### src/hw/px_pkg.sv
// ~~~~~~~~~~~~~~~~~~~~~~~~~~~~~~~~~~~~~~~~~~~~~~~~~~~~~~~~~~~~~~~~~~~~~~
// P-X state control, shared types
// Cycle state flags, strobe group vectors and the state-to-group map
// ~~~~~~~~~~~~~~~~~~~~~~~~~~~~~~~~~~~~~~~~~~~~~~~~~~~~~~~~~~~~~~~~~~~~~~
package px_pkg;

	localparam int N_GROUPS = 5;		// Strobe groups 1..5

	typedef struct packed {
		logic k1;		// Bit 13
		logic wp;
		logic k2;
		logic wa;
		logic we;
		logic wr;
		logic wd;		// W& state
		logic wz;
		logic p0;
		logic p1;
		logic p2;
		logic p3;
		logic p4;
		logic p5;		// Bit 0
	} state_vec_t;

	typedef logic [N_GROUPS-1:0] grp_vec_t;	// Bit 0 is group 1

	typedef struct packed {
		grp_vec_t pending;	// Requested, not yet fired
		logic long_cycle;	// Group 1 or 2 in this cycle
		logic empty;		// Nothing requested
	} cycle_info_t;

	localparam grp_vec_t OK_GATED = 5'b00110;	// Groups 2, 3 wait for OK
	localparam grp_vec_t LONG_GROUPS = 5'b00011;	// Groups 1, 2 add STROB2

	// State masks, bit order k1 wp k2 wa | we wr wd wz | p0 p1 p2 p3 | p4 p5
	localparam state_vec_t GRP1_STATES = 14'b0000_1010_0000_10;	// WE W& P4
	localparam state_vec_t GRP2_STATES = 14'b1010_0000_0100_00;	// K1 K2 P1
	localparam state_vec_t GRP3_STATES = 14'b0000_0100_0000_01;	// WR P5
	localparam state_vec_t GRP4_STATES = 14'b0001_0001_0001_00;	// WA WZ P3
	localparam state_vec_t GRP5_STATES = 14'b0100_0000_0010_00;	// WP P2

	function automatic grp_vec_t state_to_groups(state_vec_t s);
		grp_vec_t g;
		g[0] = |(s & GRP1_STATES);
		g[1] = |(s & GRP2_STATES);
		g[2] = |(s & GRP3_STATES);
		g[3] = |(s & GRP4_STATES);
		g[4] = |(s & GRP5_STATES);
		return g;		// P0 maps to nothing
	endfunction

endpackage

### src/hw/px_cycle_ctrl.sv
// ~~~~~~~~~~~~~~~~~~~~~~~~~~~~~~~~~~~~~~~~~~~~~~~~~~~~~~~~~~~~~~~~~~~~~~
// P-X cycle control, top level
// State register, group decode, strobe generators and merge
// ~~~~~~~~~~~~~~~~~~~~~~~~~~~~~~~~~~~~~~~~~~~~~~~~~~~~~~~~~~~~~~~~~~~~~~
`timescale 1ns/10ps

module px_cycle_ctrl #(
	// Group 1 in the low nibble, widths 5 6 5 5 5
	parameter logic [px_pkg::N_GROUPS-1:0][3:0] STROB1_WIDTHS =
		{4'd5, 4'd5, 4'd5, 4'd6, 4'd5},
	parameter logic [3:0] STROB2_WIDTH = 4'd6
) (
	input logic got,
	input logic clo_,
	input px_pkg::state_vec_t enter,	// Enter levels
	input logic ok,				// Memory OK
	input logic mode,			// Step mode
	input logic step,			// Step pulse
	output px_pkg::state_vec_t state,
	output logic strob1,
	output logic strob2,
	output logic cycle_load
);

	import px_pkg::*;

	grp_vec_t fire;		// Group starts
	grp_vec_t pulses;	// Group strobes
	cycle_info_t info;

	px_state_reg u_state_reg (
		.got        (got),
		.clo_       (clo_),
		.cycle_load (cycle_load),
		.enter      (enter),
		.state      (state)
	);

	px_group_decode u_group_decode (
		.got        (got),
		.clo_       (clo_),
		.cycle_load (cycle_load),
		.state      (state),
		.ok         (ok),
		.fire       (fire),
		.info       (info)
	);

	for (genvar g = 0; g < N_GROUPS; g++) begin : g_strobe
		px_strobe_gen #(
			.WIDTH (STROB1_WIDTHS[g])	// Own width per group
		) u_strobe_gen (
			.got   (got),
			.clo_  (clo_),
			.fire  (fire[g]),
			.pulse (pulses[g])
		);
	end

	px_strobe_merge #(
		.STROB2_WIDTH (STROB2_WIDTH)
	) u_strobe_merge (
		.got        (got),
		.clo_       (clo_),
		.pulses     (pulses),
		.info       (info),
		.mode       (mode),
		.step       (step),
		.strob1     (strob1),
		.strob2     (strob2),
		.cycle_load (cycle_load)
	);

endmodule

### src/hw/px_group_decode.sv
// ~~~~~~~~~~~~~~~~~~~~~~~~~~~~~~~~~~~~~~~~~~~~~~~~~~~~~~~~~~~~~~~~~~~~~~
// P-X strobe group decode
// Maps the loaded state to strobe groups and fires them, OK permitting
// ~~~~~~~~~~~~~~~~~~~~~~~~~~~~~~~~~~~~~~~~~~~~~~~~~~~~~~~~~~~~~~~~~~~~~~
`timescale 1ns/10ps

module px_group_decode (
	input logic got,
	input logic clo_,
	input logic cycle_load,			// State loads this cycle
	input px_pkg::state_vec_t state,
	input logic ok,				// Memory OK level
	output px_pkg::grp_vec_t fire,		// One-cycle group starts
	output px_pkg::cycle_info_t info	// Pending set and cycle flags
);

	import px_pkg::*;

	logic load_d;		// First cycle with the new state
	grp_vec_t req;		// Groups asked for by the state
	grp_vec_t avail;	// Groups allowed to fire now
	grp_vec_t fired;	// Groups already fired this cycle

	assign req = state_to_groups(state);
	assign avail = load_d ? req : info.pending;	// Fresh request or leftovers
	assign fire = avail & (~OK_GATED | {N_GROUPS{ok}});	// Gated ones hold for OK

	always_ff @(posedge got or negedge clo_) begin
		if (!clo_) begin
			load_d <= 1'b0;
			info <= '0;
			fired <= '0;
		end else begin
			load_d <= cycle_load;
			info.pending <= avail & ~fire;		// Firing retires the group
			if (load_d) begin
				info.long_cycle <= |(req & LONG_GROUPS);
				info.empty <= (req == '0);	// No strobes at all
				fired <= fire;
			end else begin
				fired <= fired | fire;
			end
		end
	end

	// No group fires twice between two state loads
	a_fire_once : assert property (
		@(posedge got) disable iff (!clo_)
		!load_d |-> ((fire & fired) == '0)
	) else $error("strobe group fired twice in one cycle");

endmodule

### src/hw/px_state_reg.sv
// ~~~~~~~~~~~~~~~~~~~~~~~~~~~~~~~~~~~~~~~~~~~~~~~~~~~~~~~~~~~~~~~~~~~~~~
// P-X cycle state register
// One-hot cycle states, loaded from the enter lines once per cycle
// ~~~~~~~~~~~~~~~~~~~~~~~~~~~~~~~~~~~~~~~~~~~~~~~~~~~~~~~~~~~~~~~~~~~~~~
`timescale 1ns/10ps

module px_state_reg (
	input logic got,			// Cycle clock
	input logic clo_,			// General clear
	input logic cycle_load,			// Load strobe from merger
	input px_pkg::state_vec_t enter,	// Enter levels
	output px_pkg::state_vec_t state	// Current cycle state
);

	import px_pkg::*;

	always_ff @(posedge got or negedge clo_) begin
		if (!clo_) begin
			state <= '{p0: 1'b1, default: 1'b0};	// Clear lands in P0
		end else if (cycle_load) begin
			state <= enter;		// New state seen next cycle
		end
	end

	// State only moves on a load issued by the merger
	a_state_hold : assert property (
		@(posedge got) disable iff (!clo_)
		!cycle_load |=> $stable(state)
	) else $error("state changed without cycle_load");

endmodule

### src/hw/px_strobe_gen.sv
// ~~~~~~~~~~~~~~~~~~~~~~~~~~~~~~~~~~~~~~~~~~~~~~~~~~~~~~~~~~~~~~~~~~~~~~
// P-X strobe pulse generator
// Counted stand-in for a one-shot, WIDTH clocks, not retriggerable
// ~~~~~~~~~~~~~~~~~~~~~~~~~~~~~~~~~~~~~~~~~~~~~~~~~~~~~~~~~~~~~~~~~~~~~~
`timescale 1ns/10ps

module px_strobe_gen #(
	parameter logic [3:0] WIDTH = 4'd5	// Pulse length in clocks
) (
	input logic got,
	input logic clo_,
	input logic fire,		// Start request
	output logic pulse		// Group strobe
);

	logic [3:0] cnt;		// Clocks left, counts down

	always_ff @(posedge got or negedge clo_) begin
		if (!clo_) begin
			pulse <= 1'b0;
			cnt <= '0;
		end else if (pulse) begin
			if (cnt == 4'd1) begin
				pulse <= 1'b0;		// Last clock of the pulse
			end
			cnt <= cnt - 4'd1;
		end else if (fire) begin	// Fire during a pulse is dropped
			pulse <= 1'b1;
			cnt <= WIDTH;
		end
	end

	// Pulse drops right after WIDTH clocks
	a_width : assert property (
		@(posedge got) disable iff (!clo_)
		$rose(pulse) |-> ##WIDTH !pulse
	) else $error("strobe pulse longer than WIDTH");

endmodule

### src/hw/px_strobe_merge.sv
// ~~~~~~~~~~~~~~~~~~~~~~~~~~~~~~~~~~~~~~~~~~~~~~~~~~~~~~~~~~~~~~~~~~~~~~
// P-X strobe merge and cycle sequencing
// STROB1 from the group pulses, then step wait, STROB2 and next load
// ~~~~~~~~~~~~~~~~~~~~~~~~~~~~~~~~~~~~~~~~~~~~~~~~~~~~~~~~~~~~~~~~~~~~~~
`timescale 1ns/10ps

module px_strobe_merge #(
	parameter logic [3:0] STROB2_WIDTH = 4'd6	// STROB2 length in clocks
) (
	input logic got,
	input logic clo_,
	input px_pkg::grp_vec_t pulses,		// Group strobes
	input px_pkg::cycle_info_t info,	// From group decode
	input logic mode,			// Step mode level
	input logic step,			// Step pulse
	output logic strob1,
	output logic strob2,
	output logic cycle_load			// Next state load
);

	import px_pkg::*;

	typedef enum logic [2:0] {
		PH_IDLE,		// Just out of clear
		PH_LOAD,		// cycle_load high
		PH_PRIME,		// Decode sees the new state
		PH_S1,			// STROB1 running or pending
		PH_STEP,		// Held for a step pulse
		PH_S2			// STROB2 running
	} phase_t;

	phase_t phase;
	phase_t phase_next;
	phase_t after_s1;	// Where the cycle goes once released
	logic [3:0] s2_cnt;	// STROB2 clocks left
	logic seen;		// STROB1 went high this cycle
	logic s1_done;		// Strobe phase over

	assign strob1 = |pulses;	// Merged group strobes
	assign s1_done = info.empty || (seen && !strob1 && (info.pending == '0));
	assign after_s1 = info.long_cycle ? PH_S2 : PH_LOAD;

	always_comb begin
		phase_next = phase;
		case (phase)
			PH_IDLE: phase_next = PH_LOAD;
			PH_LOAD: phase_next = PH_PRIME;
			PH_PRIME: phase_next = PH_S1;
			PH_S1: begin
				if (s1_done) begin
					phase_next = mode ? PH_STEP : after_s1;
				end
			end
			PH_STEP: begin
				if (step || !mode) begin	// Leaving step mode also releases
					phase_next = after_s1;
				end
			end
			PH_S2: begin
				if (s2_cnt == '0) begin
					phase_next = PH_LOAD;
				end
			end
			default: phase_next = PH_IDLE;
		endcase
	end

	always_ff @(posedge got or negedge clo_) begin
		if (!clo_) begin
			phase <= PH_IDLE;
			cycle_load <= 1'b0;
			strob2 <= 1'b0;
			s2_cnt <= '0;
			seen <= 1'b0;
		end else begin
			phase <= phase_next;
			cycle_load <= (phase_next == PH_LOAD);	// One clock per load
			seen <= (phase == PH_S1) && (seen || strob1);
			if ((phase_next == PH_S2) && (phase != PH_S2)) begin
				strob2 <= 1'b1;			// Starts next clock
				s2_cnt <= STROB2_WIDTH - 4'd1;
			end else if (phase == PH_S2) begin
				if (s2_cnt == '0) begin
					strob2 <= 1'b0;
				end else begin
					s2_cnt <= s2_cnt - 4'd1;
				end
			end
		end
	end

	// STROB2 only ever follows a finished STROB1
	a_no_overlap : assert property (
		@(posedge got) disable iff (!clo_)
		!(strob1 && strob2)
	) else $error("strob1 and strob2 high together");

	// Group pulses are all over before the next load
	a_load_quiet : assert property (
		@(posedge got) disable iff (!clo_)
		cycle_load |-> !strob1
	) else $error("cycle_load during strob1");

endmodule

### config.mk
export PLATFORM = sky130hd
export DESIGN_NAME = px_cycle_ctrl
export DESIGN_NICKNAME = d
export VERILOG_FILES = /design/src/hw/px_pkg.sv /design/src/hw/px_cycle_ctrl.sv /design/src/hw/px_group_decode.sv /design/src/hw/px_state_reg.sv /design/src/hw/px_strobe_gen.sv /design/src/hw/px_strobe_merge.sv
export SDC_FILE = /design/constraint.sdc
export NUM_CORES = 1
export LEC_CHECK = 0
export ABC_AREA = 0
export BUFFER_PORTS_ARGS = -buffer_cell sky130_fd_sc_hd__buf_4
export CAP_MARGIN = 20
export CORE_MARGIN = 2
export CORE_UTILIZATION = 30
export DETAILED_ROUTE_END_ITERATION = 16
export GPL_TIMING_DRIVEN = 0
export PLACE_DENSITY = 0.59
export SETUP_SLACK_MARGIN = 0.3
export SLEW_MARGIN = 20
export SYNTH_ARGS = -nofsm -noshare
export SYNTH_HDL_FRONTEND = slang
export SYNTH_SLANG_ARGS = --single-unit
export TNS_END_PERCENT = 20
### constraint.sdc
create_clock -name got -period 2.3 [get_ports got]
set_input_delay 0.46 -clock got [delete_from_list [all_inputs] [get_ports got]]
set_output_delay 0.46 -clock got [all_outputs]
set_load 0.005 [all_outputs]
==> results of run 1 <==
metal layers:
metal  wire length (um)  global-route usage  vias to the layer above  share of wire
li1                   -                   -                      833              -
met1               2210               0.148                      816           0.49
met2               2090               0.180                       34           0.46
met3                203              0.0300                        4          0.045
met4                 38              0.0362                        0         0.0084
met5                  0                   0                        -              0
synth_stat cells, drive strengths merged:
cell,number
clkbuf,3
a21oi,9
nor3,8
ha,11
nor2b,3
dfrtp,53
a2bb2oi,1
xnor2,10
mux2,15
o311a,1
nor3b,5
nand3,2
nor4,2
inv,26
or2,1
a41oi,3
nor2,14
o211ai,1
o22ai,2
nand2,14
o21ai,8
o21ba,1
a22o,1
nand2b,3
dfstp,1
nor4b,1
a211o,1
a22oi,6
o21a,1
or3,2
a31oi,3
mux2i,4
and3b,1
o221a,1
o31ai,1
how the worst max path moves through the flow:
stage / from / to / cells after the start
floorplan: u_strobe_merge.s2_cnt[0] / u_strobe_merge.s2_cnt[2] / 7
global placement: u_group_decode.load_d / g_strobe[2].u_strobe_gen.cnt[2] / 5
detailed placement: g_strobe[1].u_strobe_gen.pulse / u_strobe_merge.s2_cnt[1] / 5
CTS: g_strobe[1].u_strobe_gen.pulse / u_strobe_merge.strob2 / 5
global route: g_strobe[1].u_strobe_gen.pulse / u_strobe_merge.strob2 / 5
finish: g_strobe[1].u_strobe_gen.pulse / u_strobe_merge.strob2 / 5
power breakdown:
part / switching, mW / internal [mW] / leakage [nW] / total (mW)
clock network: 0.296 / 0.321 / 0.0579 / 0.617
registers: 0.420 / 1.39 / 0.641 / 1.81
logic: 0.695 / 0.848 / 0.700 / 1.54
kinds of logic after synthesis:
kind of cell / after synthesis / synth area share
AO/OA/AOI/OAI: 40 / 0.117
buffers and inverters: 29 / 0.0435
AND/OR/NAND/NOR: 56 / 0.125
flip-flops: 54 / 0.541
adder cells (fa/ha/maj): 11 / 0.0550
XOR/XNOR: 10 / 0.0350
multiplexers: 19 / 0.0835
flip-flops by register name, indices dropped and copies added, names as in the netlist, 3 cells and up:
name and flops:
g_strobe.u_strobe_gen.cnt 20, g_strobe.u_strobe_gen.pulse 5, u_group_decode.info 4, u_state_reg.state 14, u_strobe_merge.phase 3, u_strobe_merge.s2_cnt 4
stage by stage:
step	setup slack (ps)	std cells	power (mW)	cell area, um^2
floorplan	620	219	2.84	2500
global placement	402	359	3.35	2900
detailed placement	392	359	3.40	2900
CTS	372	367	4.04	3010
global route	285	367	4.34	3010
finish	392	367	3.97	3010
what timing repair did:
action	4_1_cts	5_1_grt
setup endpoints to repair	0	8
setup buffers	0	0
gates resized for setup	0	1
cell type report:
cell class              count  share of cell area
flip-flops and latches     54               0.449
multi-input cells         136               0.347
repair buffers             35              0.0873
well taps                 105              0.0436
inverters                  26              0.0324
clock buffers               5              0.0229
clock inverters             3              0.0133
plain buffers               3             0.00374
worst max-delay path, stage by stage (launching register included):
cell and delay, ps:
dfrtp_1 490, nor3_4 260, a31oi_2 170, o311a_4 430, nor4b_4 340, a2bb2oi_2 150
==> impl_metrics.sql, run 1 <==
INSERT INTO impl_metrics (metric_group, metric, value, unit) VALUES
('synth', 'synth-seq-cells', '54', ''),
('layout', 'synthToLayoutAreaGrowth', '20.3', '%'),
('worst_hold_path', 'worst_hold_path_type', 'primary input to async pin', ''),
('sta', 'skew', '6.46', 'ps'),
('clock_tree', 'sinks_on_clock_net', '54', ''),
('worst_setup_path', 'worst_reg2reg_endpoint', 'u_strobe_merge.strob2', ''),
('sta', 'hold_viol_final', '0', ''),
('grt', 'overflow', '0', ''),
('worst_setup_path', 'critPathRequiredTime', '2530', 'ps'),
('floorplan', 'io_pins', '36', ''),
('clock_tree', 'clk-insertion-delay-late', '300', 'ps'),
('placement', 'port_buffers', '35', ''),
('sta', 'timing_max_transition_violations_final', '0', ''),
('clock_tree', 'tritoncts.num_buffers', '5', ''),
('layout', 'fillerInstances', '817', ''),
('pwr', 'ir_drop', '0.535', 'mV'),
('floorplan', 'initial_utilization', '0.308', ''),
('synth', 'synthesis.yosys.warnings', '0', ''),
('worst_setup_path', 'reg2reg_from', 'g_strobe[1].u_strobe_gen.pulse', ''),
('layout', 'final_layout_size_suffix_gt1_frac', '0.279', ''),
('synth', 'netlist-cell-type-count', '40', ''),
('synth', 'sequential_to_total_area_share_from_yosys_stat', '0.541', ''),
('synth', 'netlist.area_leader.share', '0.530', ''),
('layout', 'layout_common_cells', 'dfrtp_1, buf_4, inv_1, mux2_2, nand2_1', ''),
('sta', 'measured_slew_at_the_worst_slew_check_pin', '693', 'ps'),
('worst_setup_path', 'worst-r2r-setup-slack', '390', 'ps'),
('grt', 'grt_util_all_layers', '0.113', ''),
('layout', 'insertedDiodeCount', '0', ''),
('layout', 'multi_input_comb_area', '0.00105', 'mm^2'),
('synth', 'synthesis.area_per_instance', '11.4', 'um^2'),
('worst_setup_path', 'worstPathArrival', '2140', 'ps'),
('grt', 'grt_pass1_wl', '7890', 'um'),
('clock_tree', 'cts.htree.levels', '2', ''),
('worst_setup_path', 'crit_fanout', '7', ''),
('route', 'route.detailed.drc', '0', ''),
('sta', 'fmax', '524', 'MHz'),
('floorplan', 'die_width', '95.3', 'um'),
('sta', 'setup_viol', '0', ''),
('floorplan', 'die_area', '0.00909', 'mm^2'),
('sta', 'setup-tns-final', '0', 'ps'),
('route', 'dr_total_vias', '1687', ''),
('clock_tree', 'cts.clk_slew.worst_paths', '90', 'ps'),
('clock_tree', 'cts_hold_repair.buffers', '0', ''),
('route', 'ant_nets', '0', ''),
('worst_setup_path', 'worstSetupEndpointType', 'flop', ''),
('synth', 'cell_taking_the_most_area_after_synthesis', 'dfrtp_1', ''),
('clock_tree', 'cts_tree', 'built', ''),
('pwr', 'power_leakage', '1.40', 'nW'),
('route', 'count_of_routing_violations_after_the_opening_detailed_route_iteration', '50', ''),
('worst_setup_path', 'cp-start-kind', 'flop', ''),
('floorplan', 'rows', '33', ''),
('synth', 'synth.cell_area', '0.00250', 'mm^2'),
('route', 'routedWlPerCell', '12.4', 'um'),
('layout', 'layout_commonest_cell', 'dfrtp_1', ''),
('clock_tree', 'clk_root_buffer_cell', 'clkbuf_8', ''),
('placement', 'place.gp.congestion', '0.764', ''),
('sta', 'timing.slew.headroom', '0.538', ''),
('route', 'routed_wl', '4540', 'um'),
('outcome', 'outcome', 'complete, no violations', ''),
('synth', 'post_synth_main_area_contributors', 'dfrtp_1, mux2_2, ha_1', ''),
('floorplan', 'fp.dieH', '95.3', 'um'),
('sta', 'final_period_minus_worst_setup_slack', '1910', 'ps'),
('grt', 'grt_pass1_vias', '1722', ''),
('sta', 'grt_setup_unrepaired', 'true', ''),
('layout', 'final_core_utilization', '0.370', ''),
('job', 'timing.max_cap.violations', '0', ''),
('route', 'vias_per_cell', '4.60', ''),
('synth', 'post_synth_inst_count', '219', ''),
('sta', 'holdWs', '194', 'ps'),
('grt', 'antenna_found_initial', '0', ''),
('worst_setup_path', 'reg2reg_depth', '5', ''),
('worst_setup_path', 'worst-setup-path-type', 'flop to flop', ''),
('placement', 'detailedPlacementHpwl', '3320', 'um'),
('pwr', 'powerDensity', '1320', 'mW/mm^2'),
('grt', 'grt_start_max_net_pins', '55', ''),
('synth', 'mappedNetlistNets', '249', ''),
('clock_tree', 'clock_path_buffers', '2', ''),
('layout', 'seqCellArea', '0.00135', 'mm^2'),
('sta', 'final.period_utilization', '0.830', ''),
('layout', 'final_nets', '291', ''),
('route', 'drt_pass1_iterations', '4', ''),
('floorplan', 'core_region_area', '0.00813', 'mm^2');
Note: power is estimated with default switching activity, not from simulation.
==> inputs of run 2 (changes only) <==
- ABC_AREA: 0 -> 1
- PLACE_DENSITY: 0.59 -> 0.61
- clock period: 2.3 -> 1.6 ns (I/O delays scaled with it)
==> impl_metrics.sql, run 2 <==
INSERT INTO impl_metrics (metric_group, metric, value, unit) VALUES
('worst_setup_path', 'worst_path_dominant_cell_family', 'flip-flops', ''),
('floorplan', 'die_area', '0.00942', 'mm^2'),
('clock_tree', 'clk_root_buffer_cell', 'clkbuf_8', ''),
('route', 'count_of_routing_violations_after_the_opening_detailed_route_iteration', '65', ''),
('synth', 'async_flop_share', '1.00', ''),
('synth', 'cell_taking_the_most_area_after_synthesis', 'dfrtp_1', ''),
('worst_setup_path', 'cpMaxStageDelayCell', 'dfrtp_2', ''),
('worst_setup_path', 'worst-path-buf-inv', '2', ''),
('synth', 'synthesis.area_per_instance', '9.22', 'um^2'),
('synth', 'synth.cell_area', '0.00260', 'mm^2'),
('outcome', 'outcome', 'complete, no violations', ''),
('floorplan', 'fp.dieH', '97.1', 'um'),
('layout', 'insertedDiodeCount', '0', ''),
('worst_setup_path', 'worstPathArrival', '1220', 'ps'),
('placement', 'detailedPlacementHpwl', '3590', 'um'),
('sta', 'setup_viol', '0', ''),
('clock_tree', 'sinks_on_clock_net', '54', ''),
('sta', 'skew', '4.90', 'ps'),
('layout', 'layout_common_cells', 'dfrtp_1, inv_1, buf_4, nand2_1, o21ai_0', ''),
('grt', 'grt_util_all_layers', '0.112', ''),
('worst_setup_path', 'worstSetupEndpointType', 'output pin', ''),
('layout', 'post-route-cell-area', '0.00331', 'mm^2'),
('sta', 'layout_setup_ws', '56.3', 'ps'),
('floorplan', 'rows', '33', ''),
('worst_setup_path', 'worst-r2r-setup-slack', '100', 'ps'),
('grt', 'grt_start_max_net_pins', '55', ''),
('synth', 'synth-seq-cells', '54', ''),
('clock_tree', 'cts.htree.levels', '2', ''),
('layout', 'seqCellArea', '0.00136', 'mm^2'),
('sta', 'final_period_minus_worst_setup_slack', '1540', 'ps'),
('grt', 'antenna_found_initial', '0', ''),
('grt', 'grt_pass1_vias', '1901', ''),
('clock_tree', 'cts.clk_slew.worst_paths', '90', 'ps'),
('worst_setup_path', 'crit_fanout', '3', ''),
('pwr', 'power_frac_seq', '0.393', ''),
('synth', 'post_synth_inst_count', '282', ''),
('pwr', 'swShare', '0.394', ''),
('route', 'ant_nets', '0', ''),
('route', 'route.detailed.drc', '0', ''),
('sta', 'hold_viol_final', '0', ''),
('floorplan', 'initial_utilization', '0.313', ''),
('synth', 'netlist.area_leader.share', '0.510', ''),
('floorplan', 'io_pins', '36', ''),
('route', 'routedWlPerCell', '11.5', 'um'),
('sta', 'final.period_utilization', '0.965', ''),
('sta', 'grt_setup_unrepaired', 'true', ''),
('route', 'dr_total_vias', '1961', ''),
('placement', 'dpl-instance-area', '0.00299', 'mm^2'),
('pwr', 'clock_power_share', '0.127', ''),
('route', 'vias_per_cell', '4.44', ''),
('layout', 'layout_commonest_cell', 'dfrtp_1', ''),
('worst_setup_path', 'critical-path-top-cell-by-count', 'nor2_4', ''),
('layout', 'multi_input_comb_area', '0.00109', 'mm^2'),
('layout', 'final_layout_size_suffix_gt1_frac', '0.332', ''),
('synth', 'post_synth_main_area_contributors', 'dfrtp_1, inv_1, nand2_1', ''),
('layout', 'final_core_utilization', '0.398', ''),
('synth', 'netlist-cell-type-count', '40', ''),
('layout', 'largest_reg_flops', '20', ''),
('clock_tree', 'tritoncts.num_buffers', '5', ''),
('placement', 'placement.setup.worst_slack', '64.3', 'ps'),
('pwr', 'report.power.total', '6.11', 'mW'),
('clock_tree', 'cts_tree', 'built', ''),
('worst_setup_path', 'cp_slowest_stage_delay', '440', 'ps'),
('sta', 'setup-tns-final', '0', 'ps'),
('route', 'routed_wl', '5070', 'um'),
('layout', 'fillerInstances', '829', ''),
('synth', 'synthesis.yosys.warnings', '0', ''),
('pwr', 'p_int', '3.70', 'mW'),
('pwr', 'power_leakage', '1.62', 'nW'),
('pwr', 'powerDensity', '1850', 'mW/mm^2'),
('floorplan', 'die_width', '97.1', 'um'),
('sta', 'measured_slew_at_the_worst_slew_check_pin', '681', 'ps'),
('grt', 'overflow', '0', ''),
('synth', 'synth.cells.most_frequent', 'dfrtp_1, inv_1, nand2_1', ''),
('clock_tree', 'clk-insertion-delay-late', '300', 'ps'),
('placement', 'place.gp.congestion', '0.783', ''),
('clock_tree', 'clock_path_buffers', '2', ''),
('pwr', 'ir_drop', '0.678', 'mV'),
('worst_setup_path', 'worst-setup-path-type', 'flop to output pin', ''),
('job', 'timing.max_cap.violations', '0', ''),
('clock_tree', 'cts_hold_repair.buffers', '0', ''),
('layout', 'final_nets', '366', ''),
('pwr', 'power_frac_comb', '0.480', ''),
('grt', 'grt_pass1_wl', '8740', 'um'),
('synth', 'sequential_to_total_area_share_from_yosys_stat', '0.520', ''),
('pwr', 'net-switching-power', '2.41', 'mW'),
('synth', 'mappedNetlistNets', '312', ''),
('sta', 'timing_max_transition_violations_final', '0', ''),
('worst_setup_path', 'path_cells', 'nor2_4, nand2_2, nor2_4, inv_2, buf_6', ''),
('placement', 'port_buffers', '35', ''),
('worst_hold_path', 'worst_hold_path_type', 'primary input to async pin', ''),
('synth', 'dominantRegCellSynth', 'dfrtp_1', ''),
('route', 'drt_pass1_iterations', '4', ''),
('layout', 'synthToLayoutAreaGrowth', '27.2', '%'),
('floorplan', 'core_region_area', '0.00830', 'mm^2'),
('sta', 'timing.slew.headroom', '0.546', ''),
('sta', 'fmax', '648', 'MHz'),
('synth', 'count_of_flip_flops_with_a_built_in_enable_after_synthesis', '0', ''),
('layout', 'largest-register', 'g_strobe.u_strobe_gen.cnt', ''),
('layout', 'reg.largest.list', 'g_strobe.u_strobe_gen.cnt: 20 flops, u_state_reg.state: 14 flops, g_strobe.u_strobe_gen.pulse: 5 flops', ''),
('worst_setup_path', 'critPathRequiredTime', '1280', 'ps'),
('worst_setup_path', 'cp-start-kind', 'flop', '');
## run 2: changes by cell type in the layout (fill, tap and decap cells not counted), moves of 7 or more
cell     change
nor3_1       -7
inv_1       +23
inv_2        +7
nand2_2     +11
nand2_1     +26
buf_4        +9
o21ai_0     +11
mux2_2      -11
nand3_1     +11
xnor2_1      -8
## run 2: cell type report
type | count | area share
Buffer | 5 | 0.0114
Clock buffer | 7 | 0.0261
Clock inverter | 1 | 0.00151
Inverter | 60 | 0.0712
Multi-Input combinational cell | 163 | 0.330
Sequential cell | 54 | 0.410
Tap cell | 105 | 0.0397
Timing Repair Buffer | 47 | 0.110
## run 2: timing repair
item                                    CTS  global route
endpoints found under the setup margin   25            33
buffers inserted                          4             8
hold endpoints to repair                  0             0
resized for setup                         3            43
pin swaps                                 4            16
## run 2: logic make-up after synthesis
logic type	after synthesis	synth area share
compound gates	49	0.117
buf+inv	65	0.100
fa+ha+maj	11	0.0530
xor+xnor	7	0.0236
flops	54	0.520
simple gates	92	0.169
mux	4	0.0173
## run 2: power groups by stage
stage	registers (mW)	logic (mW)	clock network [mW]
after floorplan	2.34	1.68	0
after global placement	2.40	2.34	0
after detailed placement	2.40	2.43	0
after CTS	2.37	2.55	0.818
after global routing	2.48	3.35	0.883
final	2.40	2.93	0.778
## run 2: metal layers
metal,global-route usage,share of wire
met1,0.160,0.50
met2,0.163,0.44
met3,0.0345,0.051
met4,0.0325,0.0091
met5,0,0
## run 2: final timing paths
path | from | endpoint | cells past startpoint
min | clo_ | u_strobe_merge.cycle_load | 1
max reg2reg | g_strobe[2].u_strobe_gen.pulse | u_strobe_merge.s2_cnt[3] | 10
min in group got | enter[2] | u_state_reg.state[2] | 3
min reg2reg | u_strobe_merge.cycle_load | u_group_decode.load_d | 0
max in group asynchronous | clo_ | g_strobe[0].u_strobe_gen.pulse | 1
max | g_strobe[2].u_strobe_gen.pulse | strob1 | 5
## run 2: through the flow
| step | std cells | hold WS (ps) |
|---|---|---|
| finish | 442 | 55.8 |
| global route | 442 | 109 |
| CTS | 434 | 86.8 |
| detailed placement | 422 | 421 |
| global placement | 422 | 416 |
| floorplan | 282 | 24.4 |
==> inputs of run 3 (changes only) <==
- SETUP_SLACK_MARGIN: 0.3 -> not set
==> impl_metrics.sql, run 3 (synthesis gave the netlist of run 2 again) <==
INSERT INTO impl_metrics (metric_group, metric, value, unit) VALUES
('outcome', 'outcome', 'complete, no violations', ''),
('clock_tree', 'sinks_on_clock_net', '54', ''),
('layout', 'largest-register', 'g_strobe.u_strobe_gen.cnt', ''),
('layout', 'reg.largest.list', 'g_strobe.u_strobe_gen.cnt: 20 flops, u_state_reg.state: 14 flops, g_strobe.u_strobe_gen.pulse: 5 flops', ''),
('route', 'dr_total_vias', '1953', ''),
('worst_setup_path', 'cp_slowest_stage_delay', '440', 'ps'),
('sta', 'setup_viol', '0', ''),
('job', 'timing.max_cap.violations', '0', ''),
('floorplan', 'core_region_area', '0.00830', 'mm^2'),
('floorplan', 'die_width', '97.1', 'um'),
('layout', 'final_layout_size_suffix_gt1_frac', '0.271', ''),
('layout', 'layout_common_cells', 'inv_1, dfrtp_1, nand2_1, buf_4, o21ai_0', ''),
('worst_setup_path', 'worst-setup-path-type', 'flop to output pin', ''),
('floorplan', 'fp.dieH', '97.1', 'um'),
('placement', 'placed_cells', '422', ''),
('clock_tree', 'clk-insertion-delay-late', '300', 'ps'),
('clock_tree', 'cts_hold_repair.buffers', '0', ''),
('sta', 'skew', '7.81', 'ps'),
('pwr', 'power_leakage', '1.56', 'nW'),
('sta', 'timing_max_transition_violations_final', '0', ''),
('clock_tree', 'cts.clk_slew.worst_paths', '90', 'ps'),
('sta', 'final.period_utilization', '0.961', ''),
('layout', 'final_nets', '358', ''),
('worst_setup_path', 'reg2reg_depth', '10', ''),
('layout', 'insertedDiodeCount', '0', ''),
('sta', 'fmax', '650', 'MHz'),
('route', 'vias_per_cell', '4.50', ''),
('floorplan', 'initial_utilization', '0.313', ''),
('clock_tree', 'tritoncts.num_buffers', '5', ''),
('grt', 'grt_start_max_net_pins', '55', ''),
('worst_setup_path', 'worst-r2r-setup-slack', '60', 'ps'),
('grt', 'grt_pass1_wl', '8440', 'um'),
('worst_setup_path', 'worstPathArrival', '1220', 'ps'),
('placement', 'port_buffers', '35', ''),
('route', 'count_of_routing_violations_after_the_opening_detailed_route_iteration', '81', ''),
('worst_hold_path', 'worst_hold_path_type', 'primary input to async pin', ''),
('layout', 'synthToLayoutAreaGrowth', '22.5', '%'),
('grt', 'grt_util_all_layers', '0.108', ''),
('layout', 'multi_input_comb_area', '0.00104', 'mm^2'),
('route', 'routed_wl', '5010', 'um'),
('sta', 'holdWs', '55.4', 'ps'),
('route', 'routedWlPerCell', '11.5', 'um'),
('floorplan', 'io_pins', '36', ''),
('route', 'ant_nets', '0', ''),
('sta', 'timing.slew.headroom', '0.548', ''),
('route', 'drt_pass1_iterations', '4', ''),
('placement', 'detailedPlacementHpwl', '3640', 'um'),
('sta', 'hold_viol_final', '0', ''),
('worst_setup_path', 'worstSetupStartpoint', 'g_strobe[2].u_strobe_gen.pulse', ''),
('worst_setup_path', 'worstSetupEndpointType', 'output pin', ''),
('worst_setup_path', 'reg2reg_from', 'g_strobe[2].u_strobe_gen.pulse', ''),
('sta', 'grt_setup_unrepaired', 'true', ''),
('clock_tree', 'cts.htree.levels', '2', ''),
('worst_setup_path', 'crit_fanout', '3', ''),
('layout', 'largest_reg_flops', '20', ''),
('grt', 'antenna_found_initial', '0', ''),
('clock_tree', 'cts_tree', 'built', ''),
('pwr', 'report.power.total', '5.77', 'mW'),
('floorplan', 'die_area', '0.00942', 'mm^2'),
('worst_setup_path', 'worst_setup_path_endpoint', 'strob1', ''),
('layout', 'fillerInstances', '829', ''),
('worst_setup_path', 'path_cells', 'nor2_4, nand2_2, nor2_4, inv_2, buf_6', ''),
('sta', 'final_period_minus_worst_setup_slack', '1540', 'ps'),
('worst_setup_path', 'cpMaxStageDelayCell', 'dfrtp_2', ''),
('placement', 'place.gp.congestion', '0.770', ''),
('grt', 'grt_pass1_vias', '1902', ''),
('route', 'route.detailed.drc', '0', ''),
('grt', 'overflow', '0', ''),
('worst_setup_path', 'critPathRequiredTime', '1280', 'ps'),
('clock_tree', 'clock_path_buffers', '2', ''),
('worst_setup_path', 'worst_reg2reg_endpoint', 'u_strobe_merge.s2_cnt[3]', ''),
('sta', 'measured_slew_at_the_worst_slew_check_pin', '678', 'ps'),
('worst_setup_path', 'cp-start-kind', 'flop', ''),
('clock_tree', 'clk_root_buffer_cell', 'clkbuf_8', ''),
('floorplan', 'rows', '33', ''),
('layout', 'finalNonFillerCells', '434', ''),
('pwr', 'powerDensity', '1810', 'mW/mm^2'),
('layout', 'seqCellArea', '0.00136', 'mm^2'),
('pwr', 'ir_drop', '0.676', 'mV'),
('worst_setup_path', 'critical-path-top-cell-by-count', 'nor2_4', '');
==> run 3: cell count changes in the layout (fill, tap and decap cells not counted), moves of 3 or more <==
cell / previous run / this run
nand2_1: 40 / 44
buf_6: 5 / 2
clkbuf_2: 3 / 0
buf_4: 44 / 38
nand2_2: 11 / 8
==> run 3: where the power goes <==
part / internal, mW / switching, mW
Combinational: 1.15 / 1.44
Sequential: 1.99 / 0.398
Clock: 0.349 / 0.437
Total: 3.49 / 2.28
==> run 3: worst max-delay path, delay by kind of cell (launching register included) <==
kind	cells	cell delay [ps]
flip-flops	1	440
AND/OR/NAND/NOR	3	330
buffers and inverters	2	150
==> run 3: layout make-up <==
| cell class | count | share of cell area |
|---|---|---|
| tap | 105 | 0.0413 |
| clock inverter | 2 | 0.00393 |
| buffer | 5 | 0.00864 |
| timing repair buffer | 39 | 0.0931 |
| sequential | 54 | 0.426 |
| clock buffer | 6 | 0.0259 |
| inverter | 60 | 0.0731 |
| multi-input combinational | 163 | 0.328 |
==> run 3: per-layer routing <==
| layer | up-vias | wire length, um | global-route usage |
|---|---|---|---|
| met5 | - | 0 | 0 |
| met4 | 0 | 55 | 0.0325 |
| met3 | 5 | 270 | 0.0309 |
| li1 | 989 | - | - |
| met2 | 41 | 2260 | 0.164 |
| met1 | 918 | 2430 | 0.151 |
==> run 3: worst min path at each step <==
stage                                           end  slack (ps)  cells after the start
CTS                            u_state_reg.state[0]          80                      1
global placement    g_strobe[1].u_strobe_gen.cnt[1]         410                      1
detailed placement  g_strobe[1].u_strobe_gen.cnt[1]         420                      1
global route                  u_state_reg.state[13]         110                      1
floorplan           g_strobe[0].u_strobe_gen.cnt[0]          20                      0
finish               g_strobe[1].u_strobe_gen.pulse          60                      1
==> run 3: repair_timing <==
item                                   in CTS  in global routing
setup buffers                               0                  4
setup endpoints to repair                   0                  6
endpoints found under the hold margin       0                  0
resized for setup                           0                 19
==> run 3: metrics by stage <==
step,util,setup WS (ps),TNS (ps),instance area [um^2]
floorplan,-,269,0,2600
global placement,0.361,93.9,0,2990
detailed placement,0.361,69.7,0,2990
CTS,0.372,14.3,0,3090
global route,0.384,-37.7,-79.0,3180
finish,0.384,61.8,0,3180
